**src/verilog/register_file.sv**
```systemverilog
`timescale 1ns/1ps
`default_nettype none

module register_file
#(
        parameter int DATA_W = 16
)
(
        input  logic              clk,
        input  logic              rst_n,
        input  logic              we,
        input  logic [3:0]        waddr,
        input  logic [DATA_W-1:0] wdata,
        input  logic [3:0]        ra_addr,
        input  logic [3:0]        rb_addr,
        output logic [DATA_W-1:0] ra_data,
        output logic [DATA_W-1:0] rb_data,
        input  logic [3:0]        host_addr,            // APB readback port
        output logic [DATA_W-1:0] host_data
);

        logic [DATA_W-1:0] regs [16];

        always_ff @(posedge clk)
        begin
                if (!rst_n)
                begin
                        for (int i = 0; i < 16; i++)
                                regs[i] <= '0;
                end
                else if (we)
                begin
                        regs[waddr] <= wdata;           // R0 is an ordinary register
                end
        end

        assign ra_data   = regs[ra_addr];               // Asynchronous reads
        assign rb_data   = regs[rb_addr];
        assign host_data = regs[host_addr];

endmodule

`default_nettype wire

```
**config.mk**
```make
export PLATFORM = sky130hd
export DESIGN_NAME = register_file
export DESIGN_NICKNAME = d
export VERILOG_FILES = /design/src/verilog/register_file.sv
export SDC_FILE = /design/constraint.sdc
export NUM_CORES = 1
export LEC_CHECK = 0
export ABC_AREA = 1
export BUFFER_PORTS_ARGS = -buffer_cell sky130_fd_sc_hd__buf_2
export CAP_MARGIN = 20
export CORE_UTILIZATION = 50
export DETAILED_ROUTE_END_ITERATION = 6
export GPL_ROUTABILITY_DRIVEN = 0
export HOLD_SLACK_MARGIN = 0.12
export MAX_ROUTING_LAYER = met4
export PLACE_DENSITY = 0.66
export REMOVE_ABC_BUFFERS = 1
export SLEW_MARGIN = 40
export SYNTH_ARGS = -nofsm -noshare
export SYNTH_HDL_FRONTEND = slang
export SYNTH_SLANG_ARGS = --single-unit
```
**constraint.sdc**
```tcl
create_clock -name clk -period 2 [get_ports clk]
set_input_delay 0.4 -clock clk [delete_from_list [all_inputs] [get_ports clk]]
set_output_delay 0.4 -clock clk [all_outputs]
set_load 0.01 [all_outputs]
```
==> impl_metrics.tcl <==
set metrics [dict create \
    cp.arrival_ns 1.62 \
    critPathKind "reg2out" \
    drv_slew 0 \
    post-route-min-period_ns 2.02 \
    synth_compound_area_share_pct 0 \
    finalCritPeriodShare_pct 101 \
    path_max_fanout 3 \
    path_cells "inv_2, nand2_1, nand3_1, nand3_1, nand3_2, nand2_2, buf_6" \
    core.rowCount 67 \
    slowest_delay_ns 0.38 \
    area_delta_synth_final_pct 23.1 \
    worst_setup_path_end_kind "primary output" \
    gr-total-overflow 0 \
    peakVddDrop_mv 0.699 \
    timing.fmax_mhz 495 \
    cts.htree.levels 1 \
    hpwl_um 43400 \
    yosysWarnings 0 \
    hold_path_depth 3 \
    status "finished with violations" \
    layout_commonest_cell "nand2_1" \
    final_antenna_net_count 0 \
    multiInputGateArea_um2 8680 \
    setup_violations 5 \
    grt_usage_pct 39.6 \
    synth_top_family_by_area "simple AND/OR/NAND/NOR gates" \
    final_cell_mix "nand2_1 (784), nand3_1 (487), nor2_1 (259)" \
    worst_pin_slew_ns 0.663 \
    die_x_um 187 \
    postCtsHoldBufs 0 \
    drt_iter0_markers 2892 \
    synthAdderAreaFrac_pct 0 \
    clkTransAtPathRegs_ns 0.06 \
    violations "design-rule violations, negative setup slack" \
    regMostFlops "regs" \
    ys_ff_latch 256 \
    grt_start_max_net_pins 57 \
    syn-cell-area_um2 17200 \
    largest_reg_flops 256 \
    hold_ws_ns 0.413 \
    fin_ws_ns -0.0192 \
    cts_tree "done" \
    relSlewSlack_pct 55.8 \
    worstSetupStartpointType "register" \
    post-route-cell-area_um2 21200 \
    yosysSeqAreaShare_pct 44.7 \
    seqCellArea_um2 7690 \
    cts-buffers-inserted 29 \
    hold_violations 0 \
    dr_total_vias 18800 \
    pre_cts_ws_ns -0.00736 \
    power_density_nw_per_um2 717 \
    synth.mux.area_fraction_pct 0 \
    dieHeight_um 187 \
    start_util_pct 51.0 \
    synth_xor_area_share_pct 0 \
    routedWlPerCell_um 23.0 \
    n_antenna_cell 0 \
    cts-root-buf "clkbuf_16" \
    dpl-instance-area_um2 19000 \
    io_pins 83 \
    drc 1 \
    synthSimpleGateAreaFrac_pct 44.3 \
    p_leak_nw 9.82 \
    syn_area_per_cell_um2 6.83 \
    die_area_um2 35100 \
    core_um2 33700 \
    numPortBuffers 82 \
    nFillCells 3010 \
    synth_cells 2517 \
    grt_pass1_wl_um 102000 \
    required_ns 1.60 \
    rsz0062_at_grt "true" \
    largest_registers "regs x256" \
    grt_antenna_before_repair 0 \
    cpMostUsedCell "nand3_1" \
    cap_violations 0 \
    cts_buffer_depth 3 \
    final_nets 2622 \
    finalWirelength_um 70200 \
    via_per_inst 6.16 \
    cp_slowest_cell "edfxtp_1" \
    hold_path.class "in2reg" \
    drt_first_pass_iters 7 \
    synth.distinct_cells 12 \
    total_power_mw 15.2 \
    grt_pass1_vias 17100 \
    drive_above_1_share_pct 28.0 \
    clkSinkCount 256 \
]
-- worst max-delay path: cells and delay by family (launching register included) --
| family | cells | cell delay, ns |
|---|---|---|
| buffers and inverters | 2 | 0.22 |
| flip-flops | 1 | 0.38 |
| AND/OR/NAND/NOR | 5 | 0.47 |
-- kinds of logic after synthesis --
logic type	Yosys count
flops	256
simple gates	1785
buf+inv	476
-- cell usage after synthesis --
cell type  number  share of area [%]
nand3_1       672                 20
buf_2          70                2.0
inv_1         286                6.2
buf_1          47                1.0
nand2_1       837                 18
nor3_2          1              0.058
nor2_1        259                5.7
nand2_2        13               0.47
nor3_4          3               0.28
inv_2           3              0.066
edfxtp_1      256                 45
clkbuf_1       70                1.5
-- power by group --
group	switching (mW)	internal [mW]
combinational	2.23	1.11
clock	2.23	3.26
sequential	0.125	6.21
-- metrics by stage --
stage / util, % / std cells / setup TNS [ns]
2_1_floorplan: - / 2330 / -50.62
3_3_place_gp: 56.5 / 3004 / 0
3_5_place_dp: 56.5 / 3004 / -0.00736
4_1_cts: 59.6 / 3055 / -0.00739
5_1_grt: 62.8 / 3055 / -1.15
6_report: 62.8 / 3055 / -0.0422
-- layout make-up --
| class | count | share of cell area [%] |
|---|---|---|
| Sequential cell | 256 | 36.3 |
| Clock buffer | 33 | 3.50 |
| Tap cell | 448 | 2.65 |
| Timing Repair Buffer | 226 | 10.3 |
| Clock inverter | 18 | 0.976 |
| Multi-Input combinational cell | 1785 | 41.0 |
| Inverter | 289 | 5.16 |
-- final timing paths --
| kind | startpoint | to | slack, ns |
|---|---|---|---|
| max | regs[1][2]$_SDFFCE_PN0P_ | ra_data[2] | -0.02 |
| min | wdata[9] | regs[11][9]$_SDFFCE_PN0P_ | 0.41 |
-- routing by layer --
metal	part of all wire [%]	global-route usage [%]
met5	0	-
met4	6.3	20.3
met3	14	6.96
met2	43	58.7
met1	37	52.2
-- timing repair --
| item | in CTS | in global routing |
|---|---|---|
| buffers inserted | 0 | 0 |
| pin swaps | 3 | 187 |
| resized for setup | 49 | 411 |
| setup endpoints to repair | 24 | 48 |
No activity file was read; power rests on OpenSTA's default activity.
