## config.mk

```make
export PLATFORM = sky130hd
export DESIGN_NAME = program_counter
export DESIGN_NICKNAME = d
export VERILOG_FILES = /design/src/verilog/program_counter.sv
export SDC_FILE = /design/constraint.sdc
export NUM_CORES = 1
export LEC_CHECK = 0
export ABC_AREA = 1
export ABC_CLOCK_PERIOD_IN_PS = 1600
export BUFFER_PORTS_ARGS = -buffer_cell sky130_fd_sc_hd__clkbuf_2
export CAP_MARGIN = 10
export CORE_AREA = 2 2 39 41
export CTS_BUF_LIST = sky130_fd_sc_hd__clkbuf_8
export DETAILED_ROUTE_END_ITERATION = 7
export DIE_AREA = 0 0 41 43
export GPL_ROUTABILITY_DRIVEN = 0
export PLACE_DENSITY_LB_ADDON = 0.1
export SYNTH_ARGS = -nofsm -noshare
export SYNTH_HDL_FRONTEND = slang
export SYNTH_SLANG_ARGS = --single-unit
```

## constraint.sdc

```tcl
create_clock -name clk -period 1.6 [get_ports clk]
set_input_delay 0.08 -clock clk [delete_from_list [all_inputs] [get_ports clk]]
set_output_delay 0.08 -clock clk [all_outputs]
set_load 0.005 [all_outputs]
```

## src/verilog/program_counter.sv

```systemverilog
`timescale 1ns/1ps
`default_nettype none

module program_counter
#(
        parameter int  PROG_DEPTH = 256,
        localparam int PC_W       = $clog2(PROG_DEPTH)
)
(
        input  logic            clk,
        input  logic            rst_n,
        input  logic            clear,                  // Start of a run
        input  logic            step,                   // One instruction retires
        input  logic            load,                   // Take the jump target
        input  logic [9:0]      target,
        output logic [PC_W-1:0] pc
);

        always_ff @(posedge clk)
        begin
                if (!rst_n)
                        pc <= '0;
                else if (clear)
                        pc <= '0;                       // Wins over a retiring instruction
                else if (step)
                begin
                        if (load)
                                pc <= target[PC_W-1:0];
                        else if (pc == PC_W'(PROG_DEPTH - 1))
                                pc <= '0;               // Wrap at end of memory
                        else
                                pc <= pc + 1'b1;
                end
        end

endmodule

`default_nettype wire

```

==> flow_summary.toml <==
[run_status]
status = "completed"

[timing]
setup_slack_ps = 217.7
fmax_ghz = 0.7234
finalHoldWorstSlack_ps = 128.7
hold_violations = 0
final_max_slew_viol_count = 0
setup_viol = 0
setup_tns_ps = 0
worst_pin_slew_ps = 466.2
final.setup_skew_ps = 3.960
min_period_over_period_pct = 86.39
slew_headroom_pct = 68.80
fin_crit_ps = 1382
rsz0062_at_grt = "false"

[routing]
vias_per_cell = 5.084
antenna_left = 0
dr.pass1.iters = 5
drt_iter0_markers = 6
vias = 605
remaining_drc_errors = 0
wire_per_inst_um = 10.99
drt_wl_total_um = 1308

[setup_path]
critPathKind = "reg -> reg"
end_kind = "register"
cpMostUsedCell = "nand2_2"
crit_path_max_fanout = 4
path_cells = "ha_1, nand2_2, nor2_2, nand2_2, o21ai_2, inv_1, nand2_1, a21oi_2"
r2r-start = "pc[1]"
r2r_slack_ps = 220
startpoint = "pc[1]"
endpoint = "pc[5]"
r2r_end = "pc[5]"
worstPathRequired_ps = 1720
critPathSlowestCell = "dfxtp_1"
crit_path_start_kind = "register"
slowest_delay_ps = 380
reg2regPathDepth = 8
cp.arrival_ps = 1500

[global_route]
gr-usage-met3_pct = 4.712
antenna_found_initial = 0
grt_overflow = 0
grt_pass1_wl_um = 2187
busiest_layer = "met2"
grt_pass1_vias = 508
track_usage_pct = 18.67
met2_usage_pct = 25.94
grt_max_degree = 13
grt_util_met1_pct = 25.40

[power_and_ir_drop]
seq_power_share_pct = 40.3
p_int_mw = 0.4025
ir_drop_uv = 490.2
swShare_pct = 24.68
powerDensity_mw_per_mm2 = 789.4
p_leak_nw = 0.3295
power.switching_mw = 0.1319
power_mw = 0.5343
power_frac_clock_pct = 45.8
power.share.combinational_pct = 13.8

[logic_synthesis]
ys_seq_area_share_pct = 30.77
ys_ff_latch = 8
syn_inst = 81
synth.distinct_cells = 18
synth_nets = 97
synth_area_um2 = 520.5
syn_area_per_cell_um2 = 6.426
yosysWarnings = 0

[clocking]
cts_setup_buffers = 0
ctsHoldBuffers = 0
clock_sinks = 8
htree_levels = 1
cts_buffers = 3
cts_resized = 0
clock-root-buffer = "clkbuf_8"
clk_pin_slew_ps = 40
clockBufferDepth = 2
cts_tree = "yes"
clk_latency_ps = 230

[finish]
fillers = 161
multi_input_area_um2 = 306.5
largestRegisters = "pc: 8 flops"
n_antenna_cell = 0
regMostFlops = "pc"
nets = 121
area_growth_syn_to_layout_pct = 30.05
largest_reg_flops = 8
seq_area_um2 = 160.2
final_core_util_pct = 48.92
final_cell_mix = "clkbuf_2 (20), nand2_1 (14), a21oi_1 (14), inv_1 (12), o21ai_0 (10)"
drive_gt1_share_pct = 31.07
layout_commonest_cell = "clkbuf_2"

[placed_design]
port_buffers = 20
place_hpwl_um = 977.4
place_ws_ps = 223.9

[die]
die_y_um = 43
die-area_mm2 = 0.001763
die_w_um = 41
core_area_mm2 = 0.001384
rows = 14
start_util_pct = 37.61
io-pin-count = 23

[hold_path]
worstHoldStart = "target[6]"
hold_class = "in -> reg"

[run]
maxCapViolations = 0
-- cell type report --
| type | count | share of cell area [%] |
|---|---|---|
| sequential | 8 | 23.66 |
| clock buffer | 3 | 6.100 |
| inverter | 13 | 7.209 |
| tap | 16 | 2.957 |
| timing repair buffer | 20 | 14.79 |
| multi-input combinational | 59 | 45.29 |
-- power by group through the flow --
stage	registers [mW]	clock network, mW	logic, mW
after floorplan	0.218	0	0.0412
after global placement	0.219	0	0.0735
after detailed placement	0.219	0	0.0742
after CTS	0.216	0.250	0.0744
after global routing	0.217	0.267	0.0850
final	0.216	0.245	0.0739
-- worst max-delay path: cells and delay by family (launching register included) --
family,cells,cell delay (ps)
AOI/OAI and AO/OA,2,180
DFF,1,380
and+or+nand+nor,4,410
buffers and inverters,1,80
adders and majority gates,1,230
-- kinds of logic after synthesis --
group / share of synthesized area (%)
AO/OA/AOI/OAI: 29.57
AND/OR/NAND/NOR: 26.92
buffers and inverters: 10.33
adder cells (fa/ha/maj): 2.403
flip-flops: 30.77
-- how the worst min path moves through the flow --
stage | endpoint | slack [ps] | cells after the start
2_1_floorplan | pc[1] | 230 | 2
3_3_place_gp | pc[6] | 360 | 3
3_5_place_dp | pc[6] | 370 | 3
4_1_cts | pc[6] | 130 | 3
5_1_grt | pc[6] | 160 | 3
6_report | pc[6] | 130 | 3
-- cells in the mapped netlist --
cell type	count	area share (%)
inv_2	1	0.72
o21ai_2	1	1.7
nor3b_1	1	1.4
a21oi_1	14	13
buf_2	1	0.96
nand2_1	14	10
nand3_1	4	3.8
o21ai_0	10	9.6
nor3_1	1	0.96
a21oi_2	2	3.4
o211ai_1	1	1.4
nor2_4	1	2.2
ha_1	1	2.4
nor2_2	1	1.2
nand2_2	3	3.6
nor2_1	5	3.6
inv_1	12	8.7
dfxtp_1	8	31
-- metal layers --
layer / part of all wire, % / up-vias
met4: 2.2 / 0
li1: - / 312
met2: 46 / 16
met5: 0 / -
met1: 47 / 273
met3: 5.0 / 4
-- through the flow --
step	instance area, um2	cells
5_1_grt	676.9	119
6_report	676.9	119
3_5_place_dp	635.6	116
2_1_floorplan	520.5	81
3_3_place_gp	635.6	116
4_1_cts	676.9	119
No activity file was read; power rests on OpenSTA's default activity.
