### src/verilog/cpu_pkg.sv
`default_nettype none

package cpu_pkg;

        typedef logic [5:0] opcode_t;                   // Top six bits of a word

        localparam opcode_t OP_J    = 6'b000100;        // Unconditional jump
        localparam opcode_t OP_JZ   = 6'b000101;        // Jump when z set
        localparam opcode_t OP_JNZ  = 6'b000110;        // Jump when z clear
        localparam opcode_t OP_HALT = 6'b000111;        // Any undecoded opcode halts too

        typedef struct packed {
                logic [13:0] imm;                       // Zero-extended when used
                logic [3:0]  ra;
                logic [3:0]  rb;
                logic [3:0]  rd;                        // Destination
        } alu_fields_t;

        typedef struct packed {
                logic [9:0]  target;                    // Absolute word index
                logic [15:0] unused;
        } jump_fields_t;

        typedef union packed {
                alu_fields_t  alu;                      // ALU view of the operand
                jump_fields_t jump;                     // Jump view of the operand
        } operand_u;

        typedef struct packed {
                opcode_t  opcode;
                operand_u operand;
        } instr_t;                                      // 32-bit instruction word

        // Encoding follows the low three opcode bits of the register group
        typedef enum logic [2:0] {
                ALU_A     = 3'b000,
                ALU_NOT_A = 3'b001,
                ALU_ADD   = 3'b010,
                ALU_SUB   = 3'b011,
                ALU_AND   = 3'b100,
                ALU_OR    = 3'b101,
                ALU_NEG_A = 3'b110,
                ALU_NEG_B = 3'b111
        } alu_op_t;

        typedef struct packed {
                logic    pc_inc;                        // Increment, else load target
                logic    imm_sel;                       // Immediate as operand a
                logic    reg_we;
                logic    z_we;
                alu_op_t alu_op;
                logic    halt;
        } ctrl_t;

        typedef enum logic [1:0] {
                st_idle   = 2'd0,
                st_run    = 2'd1,
                st_halted = 2'd2
        } run_state_t;

        localparam logic [11:0] ADDR_CTRL   = 12'h800;  // Bit 0 starts the core
        localparam logic [11:0] ADDR_STATUS = 12'h804;  // Run state, read only
        localparam logic [11:0] REG_BASE    = 12'hC00;  // Sixteen words, read only

endpackage

`default_nettype wire

### src/verilog/alu.sv
`timescale 1ns/1ps
`default_nettype none

module alu
        import cpu_pkg::*;
#(
        parameter int DATA_W = 16
)
(
        input  alu_op_t           op,
        input  logic [DATA_W-1:0] a,
        input  logic [DATA_W-1:0] b,
        output logic [DATA_W-1:0] result,
        output logic              zero
);

        always_comb
        begin
                case (op)
                        ALU_A:     result = a;
                        ALU_NOT_A: result = ~a;
                        ALU_ADD:   result = a + b;      // Carry dropped
                        ALU_SUB:   result = a - b;
                        ALU_AND:   result = a & b;
                        ALU_OR:    result = a | b;
                        ALU_NEG_A: result = -a;         // Two's complement
                        ALU_NEG_B: result = -b;
                        default:   result = a;
                endcase
        end

        assign zero = (result == '0);

endmodule

`default_nettype wire

### config.mk
export PLATFORM = sky130hd
export DESIGN_NAME = alu
export DESIGN_NICKNAME = d
export VERILOG_FILES = /design/src/verilog/cpu_pkg.sv /design/src/verilog/alu.sv
export SDC_FILE = /design/constraint.sdc
export NUM_CORES = 1
export LEC_CHECK = 0
export ABC_AREA = 1
export BUFFER_PORTS_ARGS = -buffer_cell sky130_fd_sc_hd__buf_4
export CAP_MARGIN = 20
export CORE_MARGIN = 3
export CORE_UTILIZATION = 60
export DETAILED_ROUTE_END_ITERATION = 10
export PLACE_DENSITY = 0.85
export SYNTH_ARGS = -nofsm -noshare
export SYNTH_HDL_FRONTEND = slang
export SYNTH_SLANG_ARGS = --single-unit
### constraint.sdc
create_clock -name vclk -period 3.8
set_input_delay 0.38 -clock vclk [all_inputs]
set_output_delay 0.38 -clock vclk [all_outputs]
set_load 0.02 [all_outputs]
==> impl_summary.log <==
INFO  metric layout_commonest_cell = nand2_1
INFO  metric synth.avg_cell_area = 4.76 um^2
INFO  metric fp.dieW = 74.9 um
INFO  metric timing.critical_path.fanout_max = 5
INFO  metric minimum_setup_slack_after_placement = 0.186 ns
INFO  metric synth_seq_area_share = 0%
INFO  metric cpMaxStageDelayCell = ha_1
INFO  metric worst_slew_pin_slew = 0.636 ns
INFO  metric synth_cell_type_count = 34
INFO  metric synthesis.yosys.warnings = 0
INFO  metric filler_cell_count = 430
INFO  metric final-setup-viol-count = 0
INFO  metric share_of_layout_cells_above_drive_strength_1 = 13.8%
INFO  metric antenna_violating_nets_post_route = 0
INFO  metric timing.final.hold_violations = 0
INFO  metric final_nets = 704
INFO  metric largest_cells_by_area_after_synthesis = nand2_1 (26%), nor2_1 (13%), nand3_1 (12%)
INFO  metric initial_core_utilization = 63.7%
INFO  metric mappedNetlistNets = 654
INFO  metric detail_route.first_pass.iterations = 5
INFO  metric irDropWorstVdd = 0.102 mV
INFO  metric synth.largest_area_cell = nand2_1
INFO  metric place.gp.congestion = 1.02
INFO  metric fmaxAchievable = 279 MHz
INFO  metric place_hpwl = 8520 um
INFO  metric drc = 0
INFO  metric num_rows = 24
INFO  metric drtIter0Drc = 330
INFO  metric worst_slack = 0.213 ns
INFO  metric fp.dieArea = 0.00561 mm^2
INFO  metric final_max_slew_viol_count = 0
INFO  metric crit_arrival = 3.21 ns
INFO  metric register_area = 0 um^2
INFO  metric timing.setup.critical_path_class = in2out
INFO  metric period_share = 94.4%
INFO  metric maxCapViolCount = 0
INFO  metric viasPerCell = 5.87
INFO  metric worst_slew_margin_rel = 57.5%
INFO  metric top_cell_by_count_worst_path = nand2_1
INFO  metric grt_first_pass_wirelength = 16100 um
INFO  metric final_cell_mix = nand2_1 (197), nor2_1 (96), inv_1 (76)
INFO  metric status = complete, no violations
INFO  metric core_region_area = 0.00447 mm^2
INFO  metric pin_count_of_the_biggest_net_entering_global_routing = 25
INFO  metric vias = 4102
INFO  metric timing.hold.worst.class = in2out
INFO  metric routed_wire_length_per_instance = 14.5 um
INFO  metric grt_antenna_before_repair = 0
INFO  metric area_growth_from_synthesis_to_layout = 15.6%
INFO  metric worst_path_largest_cell_delay = 0.38 ns
INFO  metric place.port_buffers = 52
INFO  metric number_of_hold_buffers_added_after_cts = 0
INFO  metric worst-endpoint-required = 3.42 ns
INFO  metric layout.core_utilization = 73.7%
INFO  metric multi_input_area = 0.00248 mm^2
INFO  metric p_per_area = 156 mW/mm^2
INFO  metric pin_count = 52
INFO  metric start_kind = input port
INFO  metric grt_util_all_layers = 36.4%
INFO  metric global_route.overflow_total = 0
INFO  metric first_global_vias = 3537
INFO  metric critical_path.endpoint_type = output pin
INFO  metric finish.cell_count_without_fillers = 699
INFO  metric placed_cells = 699
INFO  metric power.static_leakage = 1.86 nW
INFO  metric finalCriticalPeriod = 3.59 ns
INFO  metric netlist_instances = 599
INFO  metric sequential_cell_total = 0
INFO  metric hold_slack = 1.15 ns
INFO  metric synth.cell_area = 0.00285 mm^2
INFO  metric diodes = 0
INFO  metric die_h = 74.9 um
INFO  metric route.final.wire_length = 10200 um
INFO  metric nClkBuffers = 0
INFO  metric yosys.area.top_type_share = 25.9%
==> what timing repair did <==
item                                    CTS  global route
resized for setup                         0             4
buffers inserted                          0             0
endpoints found under the setup margin    0             1
==> path summary, 6_finish.rpt <==
| check | startpoint | slack (ns) | to | cells past startpoint |
|---|---|---|---|---|
| setup / recovery | b[1] | 0.21 | zero | 25 |
| hold / removal | a[5] | 1.15 | result[5] | 4 |
==> routing by layer <==
layer  track usage [%]  share of wire (%)  vias up
met5                 0                  0        -
met4              9.49                3.3        0
met3              4.41                 10       34
met1              50.5                 43     1778
li1                  -                  -     2033
met2              59.3                 43      257
==> through the flow <==
stage,setup TNS [ns],area [um^2],total power (W)
after global placement,0,3290,0.000486
after CTS,0,3290,0.000499
after detailed placement,0,3290,0.000497
after global routing,-0.0202,3300,0.000566
after floorplan,0,2850,0.000327
final,0,3300,0.000514
==> final cells by class <==
cell class                 instances  area share, %
timing repair buffer              57           13.0
inverter                          85           9.68
multi-input combinational        505           75.4
tap                               52           1.97
==> Yosys cell counts, types with 5 or more instances <==
library cell and instances:
nand3_1 69, a21oi_1 24, nor3_1 8, ha_1 19, nor2_1 96, buf_2 5, nand2_1 197, nand2_2 5
a31oi_1 5, nor2_2 7, nand3b_1 6, inv_2 8, o21ai_0 26, inv_1 76, o211ai_1 9, nand4_1 9
==> critical path: cells and delay by family <==
family / cells / cell delay, ns
buffers and inverters: 6 / 0.54
AND/OR/NAND/NOR: 14 / 1.21
AO/OA/AOI/OAI: 3 / 0.47
adder cells (fa/ha/maj): 2 / 0.59
==> cell families (layout without fill, tap and decap cells) <==
logic type,Yosys count,after routing,share of synthesized area [%]
AO/OA/AOI/OAI,74,74,14.5
adder cells (fa/ha/maj),20,20,9.04
XOR/XNOR,1,1,0.307
buffers and inverters,94,142,13.1
AND/OR/NAND/NOR,410,410,63.0
==> report_power, final <==
| group | internal, W | switching (W) | total [W] |
|---|---|---|---|
| registers | 0 | 0 | 0 |
| clock network | 0 | 0 | 0 |
| logic | 0.000182 | 0.000332 | 0.000514 |
Note: power is estimated with default switching activity, not from simulation.
