--- config.mk ---
export PLATFORM = sky130hd
export DESIGN_NAME = run_sequencer
export DESIGN_NICKNAME = d
export VERILOG_FILES = /design/src/verilog/cpu_pkg.sv /design/src/verilog/run_sequencer.sv
export SDC_FILE = /design/constraint.sdc
export NUM_CORES = 1
export LEC_CHECK = 0
export ABC_AREA = 1
export BUFFER_PORTS_ARGS = -buffer_cell sky130_fd_sc_hd__buf_4
export CAP_MARGIN = 30
export CORE_AREA = 2 2 39 41
export CTS_CLUSTER_SIZE = 16
export DETAILED_ROUTE_END_ITERATION = 12
export DIE_AREA = 0 0 41 43
export SETUP_SLACK_MARGIN = 0.3
export SYNTH_ARGS = -nofsm -noshare
export SYNTH_HDL_FRONTEND = slang
export SYNTH_SLANG_ARGS = --single-unit
export TNS_END_PERCENT = 20
--- constraint.sdc ---
create_clock -name clk -period 1.35 [get_ports clk]
set_clock_uncertainty 0.2 [all_clocks]
set_input_delay 0.135 -clock clk [delete_from_list [all_inputs] [get_ports clk]]
set_output_delay 0.135 -clock clk [all_outputs]
set_load 0.01 [all_outputs]
--- src/verilog/cpu_pkg.sv ---
`default_nettype none

package cpu_pkg;

        typedef logic [5:0] opcode_t;                   // Top six bits of a word

        localparam opcode_t OP_J    = 6'b000100;        // Unconditional jump
        localparam opcode_t OP_JZ   = 6'b000101;        // Jump when z set
        localparam opcode_t OP_JNZ  = 6'b000110;        // Jump when z clear
        localparam opcode_t OP_HALT = 6'b000111;        // Any undecoded opcode halts too

        typedef struct packed {
                logic [13:0] imm;                       // Zero-extended when used
                logic [3:0]  ra;
                logic [3:0]  rb;
                logic [3:0]  rd;                        // Destination
        } alu_fields_t;

        typedef struct packed {
                logic [9:0]  target;                    // Absolute word index
                logic [15:0] unused;
        } jump_fields_t;

        typedef union packed {
                alu_fields_t  alu;                      // ALU view of the operand
                jump_fields_t jump;                     // Jump view of the operand
        } operand_u;

        typedef struct packed {
                opcode_t  opcode;
                operand_u operand;
        } instr_t;                                      // 32-bit instruction word

        // Encoding follows the low three opcode bits of the register group
        typedef enum logic [2:0] {
                ALU_A     = 3'b000,
                ALU_NOT_A = 3'b001,
                ALU_ADD   = 3'b010,
                ALU_SUB   = 3'b011,
                ALU_AND   = 3'b100,
                ALU_OR    = 3'b101,
                ALU_NEG_A = 3'b110,
                ALU_NEG_B = 3'b111
        } alu_op_t;

        typedef struct packed {
                logic    pc_inc;                        // Increment, else load target
                logic    imm_sel;                       // Immediate as operand a
                logic    reg_we;
                logic    z_we;
                alu_op_t alu_op;
                logic    halt;
        } ctrl_t;

        typedef enum logic [1:0] {
                st_idle   = 2'd0,
                st_run    = 2'd1,
                st_halted = 2'd2
        } run_state_t;

        localparam logic [11:0] ADDR_CTRL   = 12'h800;  // Bit 0 starts the core
        localparam logic [11:0] ADDR_STATUS = 12'h804;  // Run state, read only
        localparam logic [11:0] REG_BASE    = 12'hC00;  // Sixteen words, read only

endpackage

`default_nettype wire

--- src/verilog/run_sequencer.sv ---
`timescale 1ns/1ps
`default_nettype none

module run_sequencer
        import cpu_pkg::*;
(
        input  logic       clk,
        input  logic       rst_n,
        input  logic       start,                       // One-cycle pulse from the host
        input  logic       halt,
        input  logic       z_we,
        input  logic       alu_zero,
        output run_state_t state,
        output logic       running,                     // Current instruction commits
        output logic       clear,
        output logic       z
);

        always_ff @(posedge clk)
        begin
                if (!rst_n)
                        state <= st_idle;
                else
                begin
                        case (state)
                                st_run:
                                        if (halt)
                                                state <= st_halted;
                                default:        // Idle or halted, waiting for start
                                        if (start)
                                                state <= st_run;
                        endcase
                end
        end

        always_ff @(posedge clk)
        begin
                if (!rst_n)
                        z <= 1'b0;
                else if (start)
                        z <= 1'b0;                      // Fresh flag for each run
                else if (running && z_we)
                        z <= alu_zero;
        end

        assign running = (state == st_run) && !halt;    // Halt word does not retire
        assign clear   = start;

        // Host side filters starts while busy
        a_no_start_in_run: assert property (@(posedge clk) disable iff (!rst_n)
                start |-> state != st_run);

endmodule

`default_nettype wire
==> impl_metrics.json <==
{
  "status": "complete, but fails checks",
  "failed_checks": "negative hold slack",
  "place.gp.congestion": 0.613,
  "regArea_um2": 65.1,
  "path_max_fanout": 4,
  "grt_max_degree": 5,
  "relSlewSlack": 0.901,
  "drtPass1Iterations": 1,
  "dieArea_um2": 1760,
  "finalSetupTns_ps": 0,
  "avgRoutedWirePerCell_um": 6.86,
  "synth-seq-area-share": 0.384,
  "grtUsageMet3": 0.0471,
  "syn_nets": 32,
  "rsz0062_at_grt": "yes",
  "drc": 0,
  "power_leakage_uw": 0.000170,
  "clk_latency_ps": 230,
  "syn_area_per_cell_um2": 6.02,
  "synth-adder-area-share": 0,
  "tightest_slew_ps": 147,
  "drive_gt1_frac": 0.488,
  "cts_buffers": 3,
  "finalSetupViolations": 0,
  "fmax_ghz": 0.870,
  "ant_nets": 0,
  "ys.warnings.count": 0,
  "initial_core_util": 0.113,
  "clkSlewWorstSetupHoldPaths_ps": 40,
  "min_period_ps": 1150,
  "worstPathArrival_ps": 810,
  "power.density_nw_per_um2": 992,
  "fp.dieW_um": 41,
  "coreArea_um2": 1380,
  "via_per_inst": 3.32,
  "crit_required_ps": 1010,
  "fillers": 167,
  "hold_ws_ps": -23.3,
  "synth_top_area_share": 0.384,
  "multi_input_area_um2": 67.6,
  "path_cells": "nand3_2, inv_2, buf_6",
  "drtIter0Drc": 0,
  "cts_tree": "built",
  "num_vias": 196,
  "synthMuxAreaShare": 0,
  "cts-root-buf": "clkbuf_4",
  "area_growth_pct": 102,
  "ios": 11,
  "grt.total_usage": 0.0571,
  "port_buffers": 10,
  "ys_seq_elements": 3,
  "dieHeight_um": 43,
  "min_period_over_period": 0.851,
  "grt_pass1_vias": 204,
  "final_nets": 50,
  "use_met2": 0.0938,
  "rows": 14,
  "top_usage_layer": "met2",
  "routed_wl_um": 405,
  "slowest_delay_ps": 350,
  "synthSimpleGateAreaFrac": 0.336,
  "antenna_cells": 0,
  "hpwl_um": 330,
  "ctsHoldBuffers": 1,
  "cp_slowest_cell": "dfxtp_4",
  "crit_buf_inv": 2,
  "synth_area_um2": 156,
  "ir_drop_uv": 216,
  "timing.final.ws_setup_ps": 201,
  "cp-start-kind": "register",
  "critPathCaptureType": "output port",
  "globalRouteOverflowTotal": 0,
  "met1_usage": 0.0288,
  "cp_top_family": "flip-flops",
  "slew_viol_final": 0,
  "cts_sinks": 3,
  "ys_types": 9,
  "min_path_type": "input port to register",
  "preCtsSetupSlack_ps": 303,
  "antenna_found_initial": 0,
  "synth_top_cell_by_area": "dfxtp_1",
  "h-tree-depth": 1,
  "synth_top_family_by_area": "simple AND/OR/NAND/NOR gates",
  "hold_viol": 1,
  "cts_buffer_depth": 2,
  "syn_inst": 26,
  "synth-xor-area-share": 0,
  "path_class": "register to output port",
  "synth_area_leaders": "dfxtp_1, nor2_1, inv_1",
  "synth-compound-area-share": 0.0640,
  "grt_first_pass_wirelength_um": 593,
  "drv_cap": 0
}
cells by family (layout without fill, tap and decap cells):
| family | count (synthesis) | count (layout) |
|---|---|---|
| buffers and inverters | 8 | 25 |
| AND/OR/NAND/NOR | 13 | 13 |
| AO/OA/AOI/OAI | 2 | 2 |
| flip-flops | 3 | 3 |
where the power goes:
group	internal (uW)	switching [uW]
logic	36.1	26.8
clock network	111	42.5
registers	94.1	4.07
synthesized netlist by cell type:
master   count
buf_4        1
nor2_1       8
nand2_1      3
o21ai_0      1
a21oi_1      1
nand4_1      1
nand3_1      1
dfxtp_1      3
inv_1        7
worst register-to-register path, stage by stage (launching register included):
cell and delay (ps):
dfxtp_4 340, buf_4 130, nand2_1 70, nand2_1 60, a21oi_1 120, nor2_1 50
final cells by class:
cell class	instances	area share
Timing Repair Buffer	14	0.352
Multi-Input combinational cell	15	0.213
Sequential cell	3	0.206
Clock buffer	4	0.0830
Inverter	7	0.0830
Tap cell	16	0.0632
through the flow:
stage               cells  utilization  power [uW]  cell area [um^2]
finish                 59        0.229         314               317
global route           59        0.229         340               317
CTS                    58        0.223         323               309
detailed placement     51        0.176         150               244
global placement       51        0.176         148               244
floorplan              26            -         123               156
repair_timing:
action,4_1_cts,5_1_grt
setup endpoints to repair,4,5
resized for setup,7,0
buffers inserted,2,1
cloned,0,0
endpoints found under the hold margin,3,1
pin swaps,0,0
final timing paths:
kind / startpoint / end / slack, ps / cells past startpoint
hold / removal: start / z$_SDFFE_PP0P_ / -20 / 4
setup reg to reg: state[0]$_SDFFE_PN0P_ / state[1]$_SDFFE_PN0P_ / 280 / 5
hold reg to reg: z$_SDFFE_PP0P_ / z$_SDFFE_PP0P_ / 290 / 2
setup / recovery: state[0]$_SDFFE_PN0P_ / running / 200 / 3
state kept, by name, summed over array words and instances, names as in the netlist:
| register | count |
|---|---|
| state | 2 |
| z | 1 |
placed cells by master (no fill, tap or decap), drive strengths merged:
| master | n |
|---|---|
| a21oi | 1 |
| clkbuf | 4 |
| buf | 13 |
| nand2 | 3 |
| dlygate4sd3 | 1 |
| inv | 7 |
| nand4 | 1 |
| nor2 | 8 |
| nand3 | 1 |
| o21ai | 1 |
| dfxtp | 3 |
per-layer routing:
layer  up-vias  wire length, um  share of wire
li1        109                -              -
met1        83              120           0.30
met2         4              245           0.60
met3         0               40          0.099
met4         0                0              0
met5         -                0              0
Note: power is estimated with default switching activity, not from simulation.
