### src/verilog/cpu_pkg.sv
`default_nettype none

package cpu_pkg;

        typedef logic [5:0] opcode_t;                   // Top six bits of a word

        localparam opcode_t OP_J    = 6'b000100;        // Unconditional jump
        localparam opcode_t OP_JZ   = 6'b000101;        // Jump when z set
        localparam opcode_t OP_JNZ  = 6'b000110;        // Jump when z clear
        localparam opcode_t OP_HALT = 6'b000111;        // Any undecoded opcode halts too

        typedef struct packed {
                logic [13:0] imm;                       // Zero-extended when used
                logic [3:0]  ra;
                logic [3:0]  rb;
                logic [3:0]  rd;                        // Destination
        } alu_fields_t;

        typedef struct packed {
                logic [9:0]  target;                    // Absolute word index
                logic [15:0] unused;
        } jump_fields_t;

        typedef union packed {
                alu_fields_t  alu;                      // ALU view of the operand
                jump_fields_t jump;                     // Jump view of the operand
        } operand_u;

        typedef struct packed {
                opcode_t  opcode;
                operand_u operand;
        } instr_t;                                      // 32-bit instruction word

        // Encoding follows the low three opcode bits of the register group
        typedef enum logic [2:0] {
                ALU_A     = 3'b000,
                ALU_NOT_A = 3'b001,
                ALU_ADD   = 3'b010,
                ALU_SUB   = 3'b011,
                ALU_AND   = 3'b100,
                ALU_OR    = 3'b101,
                ALU_NEG_A = 3'b110,
                ALU_NEG_B = 3'b111
        } alu_op_t;

        typedef struct packed {
                logic    pc_inc;                        // Increment, else load target
                logic    imm_sel;                       // Immediate as operand a
                logic    reg_we;
                logic    z_we;
                alu_op_t alu_op;
                logic    halt;
        } ctrl_t;

        typedef enum logic [1:0] {
                st_idle   = 2'd0,
                st_run    = 2'd1,
                st_halted = 2'd2
        } run_state_t;

        localparam logic [11:0] ADDR_CTRL   = 12'h800;  // Bit 0 starts the core
        localparam logic [11:0] ADDR_STATUS = 12'h804;  // Run state, read only
        localparam logic [11:0] REG_BASE    = 12'hC00;  // Sixteen words, read only

endpackage

`default_nettype wire

### src/verilog/control_unit.sv
`timescale 1ns/1ps
`default_nettype none

module control_unit
        import cpu_pkg::*;
(
        input  opcode_t opcode,
        input  logic    z,
        output ctrl_t   ctrl
);

        // Most specific patterns first so jumps win over the immediate group
        always_comb
        begin
                ctrl        = '0;
                ctrl.pc_inc = 1'b1;                     // Sequential unless told otherwise
                casez (opcode)
                        OP_J:
                        begin
                                ctrl.pc_inc = 1'b0;
                        end
                        OP_JZ:
                        begin
                                ctrl.pc_inc = ~z;       // Load target when z set
                        end
                        OP_JNZ:
                        begin
                                ctrl.pc_inc = z;        // Load target when z clear
                        end
                        6'b1?????:                      // Register group, op in bits 4..2
                        begin
                                ctrl.alu_op = alu_op_t'(opcode[4:2]);
                                ctrl.reg_we = 1'b1;
                                ctrl.z_we   = 1'b1;
                        end
                        6'b0000??,
                        6'b001???,
                        6'b010???:                      // Immediate a, add, sub, and, or
                        begin
                                ctrl.alu_op  = alu_op_t'(opcode[4:2]);
                                ctrl.imm_sel = 1'b1;
                                ctrl.reg_we  = 1'b1;
                                ctrl.z_we    = 1'b1;
                        end
                        6'b0110??:                      // Not of immediate
                        begin
                                ctrl.alu_op  = ALU_NOT_A;
                                ctrl.imm_sel = 1'b1;
                                ctrl.reg_we  = 1'b1;
                                ctrl.z_we    = 1'b1;
                        end
                        6'b0111??:                      // Negated immediate
                        begin
                                ctrl.alu_op  = ALU_NEG_A;
                                ctrl.imm_sel = 1'b1;
                                ctrl.reg_we  = 1'b1;
                                ctrl.z_we    = 1'b1;
                        end
                        default:                        // 0001 11 and anything unlisted
                        begin
                                ctrl.pc_inc = 1'b0;
                                ctrl.halt   = 1'b1;
                        end
                endcase
        end

endmodule

`default_nettype wire

### config.mk
export PLATFORM = sky130hd
export DESIGN_NAME = control_unit
export DESIGN_NICKNAME = d
export VERILOG_FILES = /design/src/verilog/cpu_pkg.sv /design/src/verilog/control_unit.sv
export SDC_FILE = /design/constraint.sdc
export NUM_CORES = 1
export LEC_CHECK = 0
export BUFFER_PORTS_ARGS = -buffer_cell sky130_fd_sc_hd__buf_4
export CORE_AREA = 3 3 40 42
export DETAILED_ROUTE_END_ITERATION = 16
export DIE_AREA = 0 0 43 45
export SYNTH_ARGS = -nofsm -noshare
export SYNTH_HDL_FRONTEND = slang
export SYNTH_SLANG_ARGS = --single-unit
### constraint.sdc
create_clock -name vclk -period 0.8
set_input_delay 0.08 -clock vclk [all_inputs]
set_output_delay 0.08 -clock vclk [all_outputs]
set_load 0.05 [all_outputs]
==> metrics.md <==
| Metric | Value |
|---|---|
| Buf/Inv on CP | `3` |
| RSZ-0062 raised after global routing | `true` |
| Least-Margin Pin Slew | `0.154 ns` |
| Initial antenna violation count | `0` |
| Synth-to-Final Area Change | `237%` |
| Slowest cell on crit path | `nand2b_4` |
| CP Launch Type | `primary input` |
| Worst path cell trace | `buf_6 > nand2b_4 > nor3_4 > buf_4 > nand3_2 > buf_8` |
| Fraction of layout cells with a size suffix above 1 | `85.0%` |
| Maxcap violations | `0` |
| Pwr Density | `638 nW/µm²` |
| GRT Util Overall | `4.98%` |
| Post-synthesis cell count | `18` |
| Largest net degree at the start of global routing | `5` |
| P_leak | `0.190 nW` |
| Die Y | `45 µm` |
| GR Overflow Total | `0` |
| Hpwl dp | `403 µm` |
| Headroom to the max-slew limit | `89.7%` |
| Mapped Area | `119 µm²` |
| Final nets | `49` |
| VDD IR max | `0.000242 V` |
| Sequential Area | `0 µm²` |
| I/O Pins | `15` |
| Critical Path End Type | `output port` |
| FP Rows | `13` |
| Distinct cells, synth | `13` |
| Post-route cell area | `400 µm²` |
| Sequential area share after synthesis | `0%` |
| CP Data Arrival Time | `0.80 ns` |
| Routed via count | `210` |
| CP Max Fanout | `3` |
| Total Wirelength | `485 µm` |
| Top cells by count, synth | `3 x inv_1, 3 x nor2_1, 2 x a21oi_1` |
| Hold Crit Class | `in2out` |
| Place WS | `-0.168 ns` |
| Placed cell areas | `317 µm²` |
| Seq_cells | `0` |
| Final setup vio count | `7` |
| Net switching power | `0.137 mW` |
| Area of the core | `1280 µm²` |
| DRT Pass-1 Iters | `1` |
| FMAX | `1.14 GHz` |
| Synth top area share | `13.7%` |
| Fillers | `145` |
| Clock buffer count | `0` |
| Cell family with most CP delay | `buffers and inverters` |
| Vias per cell | `3.82` |
| GP Congestion | `0.650` |
| Total power | `0.255 mW` |
| Mapped Nets | `25` |
| PortBufs | `15` |
| Antenna viol nets, final | `0` |
| Synth warn | `0` |
| Area contributors post-synth | `nor3_4 14%, nand2b_4 12%, inv_1 9.5%, nor2_1 9.5%, a21oi_1 8.4%` |
| Min cycle time layout | `0.881 ns` |
| Post-route DRC | `0` |
| Failing checks | `negative setup slack` |
| Initial DRC count | `0` |
| Yosys top cell by area | `nor3_4` |
| CTS Hold Bufs | `0` |
| Initial Util | `9.25%` |
| Total die area | `1940 µm²` |
| Largest stage delay, worst path | `0.15 ns` |
| Reg power frac | `0%` |
| Crit path required time | `0.72 ns` |
| Routed wirelength normalized by instance count | `8.82 µm` |
| Switching Share | `53.7%` |
| Worst setup margin | `-0.0809 ns` |
| Gate power share | `100.0%` |
| Vias in the first global route | `212` |
| Critical path class | `in2out` |
| Hold Fails Final Rpt | `0` |
| Die Wd | `43 µm` |
| Clock share of power | `0%` |
| Status | `finished with violations` |
| Antenna Diode Count | `0` |
| Tcrit/Tclk final | `110%` |
| First-pass GRT wire length | `807 µm` |
| Average size of a mapped cell | `6.60 µm²` |
| P_int | `0.118 mW` |
| Max-slew violations | `0` |
| Hold Slack | `0.517 ns` |
==> layout make-up <==
cell class / instances / area, µm² / area share (%)
tap: 15 / 18.8 / 4.69
inverter: 3 / 11.3 / 2.81
multi-input combinational: 14 / 156 / 39.1
timing repair buffer: 23 / 214 / 53.4
==> final timing paths <==
path | start | endpoint | slack [ns] | cells past startpoint
worst min-delay path | opcode[3] | ctrl[3] | 0.52 | 3
worst max-delay path | opcode[4] | ctrl[7] | -0.08 | 6
==> worst min-delay path: cells and delay by family <==
| kind | cells | cell delay [ns] |
|---|---|---|
| compound gates | 1 | 0.06 |
| buf+inv | 2 | 0.29 |
==> per-stage QoR <==
stage | instances | setup TNS, ns | util (%)
floorplan | 18 | -0.322 | -
global placement | 53 | -0.633 | 24.6
detailed placement | 53 | -0.632 | 24.6
CTS | 53 | -0.375 | 28.8
global route | 55 | -0.561 | 31.2
finish | 55 | -0.334 | 31.2
==> cells in the final DEF, fill, tap and decap left out <==
| cell | synthesis | final |
|---|---|---|
| buf_4 | 1 | 13 |
| buf_6 | 0 | 9 |
| inv_1 | 3 | 2 |
| nand2b_4 | 1 | 1 |
| nor3_4 | 1 | 1 |
| inv_2 | 0 | 1 |
| nor2_4 | 0 | 1 |
| a21boi_1 | 1 | 1 |
| a21boi_4 | 0 | 1 |
| a21oi_2 | 0 | 1 |
| o22ai_4 | 0 | 1 |
| a21oi_4 | 0 | 1 |
| nand3b_1 | 1 | 1 |
| or3b_1 | 1 | 1 |
| nand3_2 | 0 | 1 |
| nor2_1 | 3 | 1 |
| nor2_2 | 0 | 1 |
| and3_2 | 0 | 1 |
| buf_8 | 0 | 1 |
==> what timing repair did <==
| action | 4_1_cts | 5_1_grt |
|---|---|---|
| setup buffers | 0 | 2 |
| resized for setup | 13 | 4 |
| pin swaps | 3 | 2 |
| hold endpoints to repair | 0 | 0 |
| setup endpoints to repair | 7 | 7 |
==> cells by family (layout without fill, tap and decap cells) <==
| family | Yosys count | in the layout | synth area share, % |
|---|---|---|---|
| and+or+nand+nor | 9 | 9 | 57.9 |
| AOI/OAI and AO/OA | 5 | 5 | 26.3 |
| buffers and inverters | 4 | 26 | 15.8 |
==> power by group through the flow <==
stage               sequential [mW]  combinational (mW)  clock, mW
floorplan                         0               0.120          0
global placement                  0               0.215          0
detailed placement                0               0.216          0
CTS                               0               0.243          0
global route                      0               0.270          0
finish                            0               0.255          0
==> layer usage <==
| metal | track usage (%) | wire (µm) | vias up |
|---|---|---|---|
| met2 | 9.88 | 265 | 11 |
| met4 | 0 | 0 | 0 |
| met3 | 0.797 | 54 | 0 |
| met5 | 0 | 0 | - |
| met1 | 5.97 | 165 | 94 |
| li1 | - | - | 105 |
(Power assumes the default switching activity.)
